**src/invadersPkg.sv**
```systemverilog
`default_nettype none

package invadersPkg;

    localparam int screenBits = 10;

    // Bit 2 red, bit 1 green, bit 0 blue
    typedef logic [2:0] pixelColor;

    localparam pixelColor colorBlack = 3'd0;
    localparam pixelColor colorBlue = 3'd1;
    localparam pixelColor colorCyan = 3'd3;
    localparam pixelColor colorRed = 3'd4;
    localparam pixelColor colorYellow = 3'd6;
    localparam pixelColor colorWhite = 7;

    typedef logic [screenBits-1:0] screenCoord;

    typedef logic [2:0] blockIdx;   // Block row or column inside a cell

    typedef logic [1:0] glyphSel;

    localparam glyphSel glyphNone = 2'd0;
    localparam glyphSel glyphShip = 2'd1;
    localparam glyphSel glyphAlienA = 2'd2;
    localparam glyphSel glyphAlienB = 2'd3;

    typedef struct packed {
        logic [11:0] spare;         // Stored, never decoded
        logic bulletDown;
        logic bulletUp;
        glyphSel glyph;
    } cellCode;

    // Grid placement on the screen
    localparam int gridLeft = 128;
    localparam int gridTop = 64;
    localparam int cellShift = 6;   // 64-pixel cells
    localparam int blockShift = 3;  // 8-pixel blocks

    localparam int defaultGridCols = 5;
    localparam int defaultGridRows = 6;

endpackage

`default_nettype wire
```
**src/pixelStageIf.sv**
```systemverilog
`timescale 1ns/1ps
`default_nettype none

interface pixelStageIf #(
    parameter int idxWidth = 5
);

    logic visible;                      // Bright and inside the grid
    logic inCell;
    logic [idxWidth-1:0] cellIndex;     // Column-major cell number
    invadersPkg::blockIdx blockRow;
    invadersPkg::blockIdx blockCol;

    modport src (
        output visible, inCell, cellIndex, blockRow, blockCol
    );

    modport dst (
        input visible, inCell, cellIndex, blockRow, blockCol
    );

endinterface

`default_nettype wire

```
**src/invadersBitGen.sv**
```systemverilog
`timescale 1ns/1ps
`default_nettype none

module invadersBitGen #(
    parameter int gridCols = invadersPkg::defaultGridCols,
    parameter int gridRows = invadersPkg::defaultGridRows,
    localparam int idxW = $clog2(gridCols * gridRows)
) (
    input logic clk,
    input logic rst,
    input logic bright,
    input invadersPkg::screenCoord hCount,
    input invadersPkg::screenCoord vCount,
    input logic cellWrEn,
    input logic [idxW-1:0] cellWrAddr,
    input invadersPkg::cellCode cellWrData,
    output invadersPkg::pixelColor rgb
);

    invadersPkg::cellCode code;

    pixelStageIf #(.idxWidth(idxW)) stage1 ();
    pixelStageIf #(.idxWidth(idxW)) stage2 ();

    glyphCellLocator #(
        .gridCols(gridCols),
        .gridRows(gridRows)
    ) locator (
        .clk(clk),
        .rst(rst),
        .bright(bright),
        .hCount(hCount),
        .vCount(vCount),
        .stage1(stage1.src)
    );

    cellBoard #(
        .gridCols(gridCols),
        .gridRows(gridRows)
    ) board (
        .clk(clk),
        .rst(rst),
        .cellWrEn(cellWrEn),
        .cellWrAddr(cellWrAddr),
        .cellWrData(cellWrData),
        .stage1(stage1.dst),
        .stage2(stage2.src),
        .code(code)
    );

    pixelComposer composer (
        .clk(clk),
        .rst(rst),
        .stage2(stage2.dst),
        .code(code),
        .rgb(rgb)
    );

endmodule

`default_nettype wire

```
**src/pixelComposer.sv**
```systemverilog
`timescale 1ns/1ps
`default_nettype none

module pixelComposer (
    input logic clk,
    input logic rst,
    pixelStageIf.dst stage2,
    input invadersPkg::cellCode code,
    output invadersPkg::pixelColor rgb
);

    invadersPkg::pixelColor spriteColor;
    invadersPkg::pixelColor nextRgb;
    logic bulletCol;
    logic upRows;
    logic downRows;

    spriteRom rom (
        .glyph(code.glyph),
        .blockRow(stage2.blockRow),
        .blockCol(stage2.blockCol),
        .color(spriteColor)
    );

    // Bullets are two blocks wide in the middle of the cell
    assign bulletCol = (stage2.blockCol == 3'd3) || (stage2.blockCol == 3'd4);
    assign upRows = (stage2.blockRow <= 3'd1);
    assign downRows = (stage2.blockRow >= 3'd6);

    always_comb begin
        nextRgb = spriteColor;
        if (code.bulletUp && upRows && bulletCol) begin
            nextRgb = invadersPkg::colorCyan;
        end
        if (code.bulletDown && downRows && bulletCol) begin
            nextRgb = invadersPkg::colorRed;
        end
        if (!stage2.visible || !stage2.inCell) begin
            nextRgb = invadersPkg::colorBlack;   // Blanking wins
        end
    end

    always_ff @(posedge clk) begin
        if (rst) begin
            rgb <= invadersPkg::colorBlack;
        end else begin
            rgb <= nextRgb;
        end
    end

endmodule

`default_nettype wire

```
**src/spriteRom.sv**
```systemverilog
`timescale 1ns/1ps
`default_nettype none

module spriteRom (
    input invadersPkg::glyphSel glyph,
    input invadersPkg::blockIdx blockRow,
    input invadersPkg::blockIdx blockCol,
    output invadersPkg::pixelColor color
);

    // One octal digit per block with column 0 leftmost
    localparam logic [0:7][2:0] shipRows [8] = '{
        24'o00000000,
        24'o00000000,
        24'o00077000,
        24'o00711700,
        24'o07111170,
        24'o07111170,
        24'o00711700,
        24'o00400400    // Exhausts
    };

    localparam logic [0:7][2:0] alienARows [8] = '{
        24'o10000001,
        24'o01000010,
        24'o01100110,
        24'o00111100,
        24'o00011000,
        24'o00044000,   // Eyes
        24'o00000000,
        24'o00000000
    };

    localparam logic [0:7][2:0] alienBRows [8] = '{
        24'o60000006,
        24'o06000060,
        24'o00666600,
        24'o00600600,
        24'o06400460,
        24'o60411406,
        24'o00000000,
        24'o00000000
    };

    always_comb begin
        case (glyph)
            invadersPkg::glyphNone: begin
                color = invadersPkg::colorBlack;
            end
            invadersPkg::glyphShip: begin
                color = shipRows[blockRow][blockCol];
            end
            invadersPkg::glyphAlienA: begin
                color = alienARows[blockRow][blockCol];
            end
            invadersPkg::glyphAlienB: begin
                color = alienBRows[blockRow][blockCol];
            end
            default: begin
                color = invadersPkg::colorBlack;
            end
        endcase
    end

endmodule

`default_nettype wire

```
**src/cellBoard.sv**
```systemverilog
`timescale 1ns/1ps
`default_nettype none

module cellBoard #(
    parameter int gridCols = invadersPkg::defaultGridCols,
    parameter int gridRows = invadersPkg::defaultGridRows,
    localparam int idxW = $clog2(gridCols * gridRows)
) (
    input logic clk,
    input logic rst,
    input logic cellWrEn,
    input logic [idxW-1:0] cellWrAddr,
    input invadersPkg::cellCode cellWrData,
    pixelStageIf.dst stage1,
    pixelStageIf.src stage2,
    output invadersPkg::cellCode code
);

    localparam int numCells = gridCols * gridRows;

    invadersPkg::cellCode cells [numCells];
    logic wrOk;
    logic rdOk;

    assign wrOk = cellWrEn && (cellWrAddr < numCells);         // Drop writes past the grid
    assign rdOk = stage1.inCell && (stage1.cellIndex < numCells);

    always_ff @(posedge clk) begin
        if (rst) begin
            cells <= '{default: '0};
        end else if (wrOk) begin
            cells[cellWrAddr] <= cellWrData;
        end
    end

    always_ff @(posedge clk) begin
        if (rst) begin
            stage2.visible <= 1'b0;
            stage2.inCell <= 1'b0;
        end else begin
            stage2.visible <= stage1.visible;
            stage2.inCell <= stage1.inCell;
        end
    end

    // Read sees the old entry when a write hits the same edge
    always_ff @(posedge clk) begin
        code <= rdOk ? cells[stage1.cellIndex] : '0;
        stage2.cellIndex <= stage1.cellIndex;
        stage2.blockRow <= stage1.blockRow;
        stage2.blockCol <= stage1.blockCol;
    end

endmodule

`default_nettype wire

```
**src/glyphCellLocator.sv**
```systemverilog
`timescale 1ns/1ps
`default_nettype none

module glyphCellLocator #(
    parameter int gridCols = invadersPkg::defaultGridCols,
    parameter int gridRows = invadersPkg::defaultGridRows
) (
    input logic clk,
    input logic rst,
    input logic bright,
    input invadersPkg::screenCoord hCount,
    input invadersPkg::screenCoord vCount,
    pixelStageIf.src stage1
);

    localparam int numCells = gridCols * gridRows;
    localparam int idxW = $clog2(numCells);
    localparam int cellBits = invadersPkg::screenBits - invadersPkg::cellShift;
    localparam int gridRight = invadersPkg::gridLeft + (gridCols << invadersPkg::cellShift);
    localparam int gridBottom = invadersPkg::gridTop + (gridRows << invadersPkg::cellShift);

    invadersPkg::screenCoord relX;
    invadersPkg::screenCoord relY;
    logic [cellBits-1:0] cellCol;
    logic [cellBits-1:0] cellRow;
    logic [idxW-1:0] index;
    logic inGrid;

    // Offsets from the grid origin wrap outside the grid
    assign relX = hCount - invadersPkg::screenCoord'(invadersPkg::gridLeft);
    assign relY = vCount - invadersPkg::screenCoord'(invadersPkg::gridTop);

    // Half-open on both axes
    assign inGrid = (hCount >= invadersPkg::gridLeft) && (hCount < gridRight)
                 && (vCount >= invadersPkg::gridTop) && (vCount < gridBottom);

    assign cellCol = relX[invadersPkg::screenBits-1:invadersPkg::cellShift];
    assign cellRow = relY[invadersPkg::screenBits-1:invadersPkg::cellShift];

    assign index = idxW'(cellCol * gridRows + cellRow);   // Column-major

    always_ff @(posedge clk) begin
        if (rst) begin
            stage1.visible <= 1'b0;
            stage1.inCell <= 1'b0;
        end else begin
            stage1.visible <= bright && inGrid;
            stage1.inCell <= inGrid;
        end
    end

    always_ff @(posedge clk) begin
        stage1.cellIndex <= index;
        stage1.blockRow <= relY[invadersPkg::blockShift +: 3];
        stage1.blockCol <= relX[invadersPkg::blockShift +: 3];
    end

endmodule

`default_nettype wire

```
**config.mk**
```make
export PLATFORM = sky130hd
export DESIGN_NAME = invadersBitGen
export DESIGN_NICKNAME = d
export VERILOG_FILES = /design/src/invadersPkg.sv /design/src/pixelStageIf.sv /design/src/invadersBitGen.sv /design/src/pixelComposer.sv /design/src/spriteRom.sv /design/src/cellBoard.sv /design/src/glyphCellLocator.sv
export SDC_FILE = /design/constraint.sdc
export NUM_CORES = 1
export LEC_CHECK = 0
export ABC_CLOCK_PERIOD_IN_PS = 2100
export BUFFER_PORTS_ARGS = -buffer_cell sky130_fd_sc_hd__buf_2
export CELL_PAD_IN_SITES_DETAIL_PLACEMENT = 0
export CELL_PAD_IN_SITES_GLOBAL_PLACEMENT = 2
export CORE_ASPECT_RATIO = 1.75
export CORE_MARGIN = 4
export CORE_UTILIZATION = 38
export CTS_CLUSTER_DIAMETER = 120
export DETAILED_ROUTE_END_ITERATION = 16
export PLACE_DENSITY = 0.76
export SLEW_MARGIN = 10
export SYNTH_ARGS = -nofsm -noshare
export SYNTH_HDL_FRONTEND = slang
export SYNTH_SLANG_ARGS = --single-unit
```
**constraint.sdc**
```tcl
create_clock -name clk -period 2.1 [get_ports clk]
set_clock_uncertainty 0.05 [all_clocks]
set_input_delay 0.315 -clock clk [delete_from_list [all_inputs] [get_ports clk]]
set_output_delay 0.315 -clock clk [all_outputs]
set_load 0.1 [all_outputs]
```
==> run_results.csv <==
group,metric,value,unit
power,power_frac_seq,43.0,%
cts,cts.sink_count,148,
place,portBuffers,35,
final_layout,multi_input_area,3945,um2
cts,cts_tree,"yes",
cts,clock_latency,0.42,ns
power,p_sw_share,27.44,%
timing,fin_crit,1.986,ns
min_path,hold_path.class,"input port to register",
setup_path,crit_required,2.34,ns
global_route,grtUsageTotal,18.56,%
cts,cts_setup_buffers,0,
global_route,antenna_found_initial,0,
detailed_routing,drc,0,
synth,seq_area_frac_synth,41.10,%
synth,synth_ff_type,"dfxtp_1",
floorplan,die_w,112.1,um
final_layout,syn2layout_area_growth,17.13,%
cts,clock_path_buffers,2,
synth,synth-seq-cells,148,
detailed_routing,via_per_inst,5.394,
timing,fin_crit_sh,94.56,%
synth,synthTopCellsByCount,"dfxtp_1 (148), nand2_1 (88), nor2_1 (88)",
power,switchingPower,1.899,mW
setup_path,cp_slowest_cell,"mux4_2",
floorplan,die_y,190.2,um
detailed_routing,drt_first_pass_iters,5,
place,dp.cells,1024,
final_layout,seqCellArea,2967,um2
floorplan,rows,66,
floorplan,initial_core_util,38.63,%
final_layout,n_antenna_cell,0,
power,vdd_drop_max,0.4680,mV
setup_path,crit_fanout,10,
power,power_frac_comb,11.5,%
power,power.density,819.4,nW/um2
synth,syn_inst,771,
detailed_routing,drt.antenna.violating_nets,0,
cts,clkTransAtPathRegs,0.07,ns
final_layout,layoutNonFillerInstCount,1062,
setup_path,arrival,2.22,ns
cts,numCtsBuffers,17,
setup_path,critPathLaunchType,"register",
setup_path,crit_chain,"buf_12 -> mux4_2 -> mux2_2 -> o2111ai_1 -> o211ai_1",
cts,clock-root-buffer,"clkbuf_16",
global_route,grt_max_degree,117,
job,maxCapViolations,0,
synth,synth_edf_count,0,
power,p_int,5.020,mW
timing,setup_slack,0.1143,ns
final_layout,num-fill-cells,1819,
synth,synth_top_cell_by_area,"dfxtp_1",
synth,yosysUniqueCellTypes,57,
synth,synthTopCellsByArea,"dfxtp_1 (41%), mux2i_1 (11%), mux4_2 (5.6%)",
setup_path,worstSetupPathType,"register to register",
floorplan,ios,48,
detailed_routing,num_vias,5728,
detailed_routing,drt-total-wl,19.26,mm
detailed_routing,drtIter0Drc,416,
power,p_clk_share,45.5,%
power,leakagePower,3.174,nW
detailed_routing,routedWlPerCell,18.14,um
synth,synth_area_per_cell,9.351,um2
final_layout,nNetsFinal,877,
timing,setup_violations,0,
global_route,grt_pass1_wl,31.22,mm
synth,yosysWarnings,0,
timing,tightest_slew,0.7384,ns
synth,netlist_area,7209,um2
setup_path,max_stage_delay,0.52,ns
place,place_ws,0.1013,ns
status,status,"complete, no violations",
place,dpl.hpwl,13.64,mm
timing,timing.fmax,0.5036,GHz
global_route,grt_overflow,0,
synth,synthArstFlopShare,0,%
setup_path,cp-end-kind,"register",
timing,slew_viol_final,0,
final_layout,post-route-util,45.25,%
cts,htree_levels,4,
floorplan,design.die.area,21330,um2
synth,synth_top_area_share,41.10,%
synth,synth.most_common_cell,"dfxtp_1",
timing,final-hold-violation-count,0,
place,place_congestion,0.8818,
synth,syn-num-nets,837,
global_route,grt_pass1_vias,5908,
timing,slew_headroom,50.77,%
final_layout,drive_gt1_share,17.84,%
floorplan,coreArea,18660,um2
## placed cells by master, fill, tap and decap left out, types with 7 or more instances in the layout
| cell | count |
|---|---|
| inv_1 | 14 |
| clkbuf_16 | 17 |
| buf_2 | 34 |
| ha_1 | 19 |
| nor3_1 | 8 |
| a21oi_1 | 61 |
| mux4_2 | 18 |
| dfxtp_1 | 145 |
| mux2_2 | 7 |
| mux4_1 | 10 |
| nor2_1 | 88 |
| mux2i_1 | 76 |
| o21ai_0 | 17 |
| xnor2_1 | 7 |
| nand2_1 | 88 |
| buf_4 | 37 |
| nand3_1 | 55 |
| nand2b_1 | 14 |
## power by group through the flow
stage                     Sequential, mW  Clock, mW  Combinational, mW
final                               2.98       3.15              0.796
after CTS                           2.98       3.22              0.800
after detailed placement            3.04          0              0.787
after global placement              3.04          0              0.782
after floorplan                     2.96          0              0.577
after global routing                2.98       3.34              0.869
## final cells by class
class	instances	share of cell area [%]
well taps	238	3.526
repair buffers	80	6.727
clock buffers	17	5.038
multi-input cells	550	46.72
clock inverters	15	2.237
inverters	14	0.6223
flip-flops and latches	148	35.13
## layer usage
layer  global-route usage, %  wire length, um  vias up
li1                        -                -     2809
met1                   20.12             7526     2744
met2                   34.43            10430      134
met3                   3.303              620       41
met4                   8.839              688        0
met5                       0                0        -
## worst max-delay path: cells and delay by family, from the launching register on
family,cells,cell delay (ns)
flops,1,0.36
mux,2,0.80
buf+inv,1,0.15
compound gates,2,0.49
## sequential cells by signal (all words and copies together) (netlist names)
signal / flops
board.cells: 120
board.code: 4
board.stage2.blockCol: 3
board.stage2.blockRow: 3
board.stage2.inCell: 1
board.stage2.visible: 1
composer.rgb: 3
locator.stage1.blockCol: 3
locator.stage1.blockRow: 3
locator.stage1.cellIndex: 5
locator.stage1.inCell: 1
locator.stage1.visible: 1
## stage by stage
step | setup TNS, ns | hold slack (ns) | power [mW] | area (um2)
after CTS | 0 | 0.03771 | 6.999 | 8429
after detailed placement | 0 | 0.2661 | 3.827 | 7755
after global placement | 0 | 0.2725 | 3.826 | 7755
after global routing | -0.0002001 | 0.06352 | 7.193 | 8444
after floorplan | 0 | 0.2596 | 3.532 | 7209
final | 0 | 0.05742 | 6.919 | 8444
## path summary, 6_finish.rpt
path	startpoint	to	slack (ns)	cells after the start
worst max-delay path	locator.stage1.cellIndex[1]$_DFF_P_	board.code[0]$_SDFF_PN0_	0.11	5
worst min register to register	locator.stage1.blockCol[1]$_DFF_P_	board.stage2.blockCol[1]$_DFF_P_	0.28	0
worst min-delay path	bright	locator.stage1.visible$_SDFF_PP0_	0.06	2
worst max register to register	locator.stage1.cellIndex[1]$_DFF_P_	board.code[0]$_SDFF_PN0_	0.11	5
## what timing repair did
| action | CTS | global route |
|---|---|---|
| hold buffers | 6 | 0 |
| hold endpoints to repair | 6 | 0 |
| resized for setup | 0 | 4 |
| setup endpoints to repair | 0 | 2 |
## cells by family (layout without fill, tap and decap cells)
| logic type | after synthesis | count (layout) | share of synthesized area [%] |
|---|---|---|---|
| xor+xnor | 12 | 12 | 1.458 |
| compound gates | 120 | 120 | 10.22 |
| buf+inv | 73 | 126 | 4.356 |
| mux | 111 | 111 | 20.91 |
| fa+ha+maj | 21 | 21 | 3.749 |
| simple gates | 286 | 286 | 18.21 |
| flops | 148 | 148 | 41.10 |
Power figures use the tool's default switching activity.
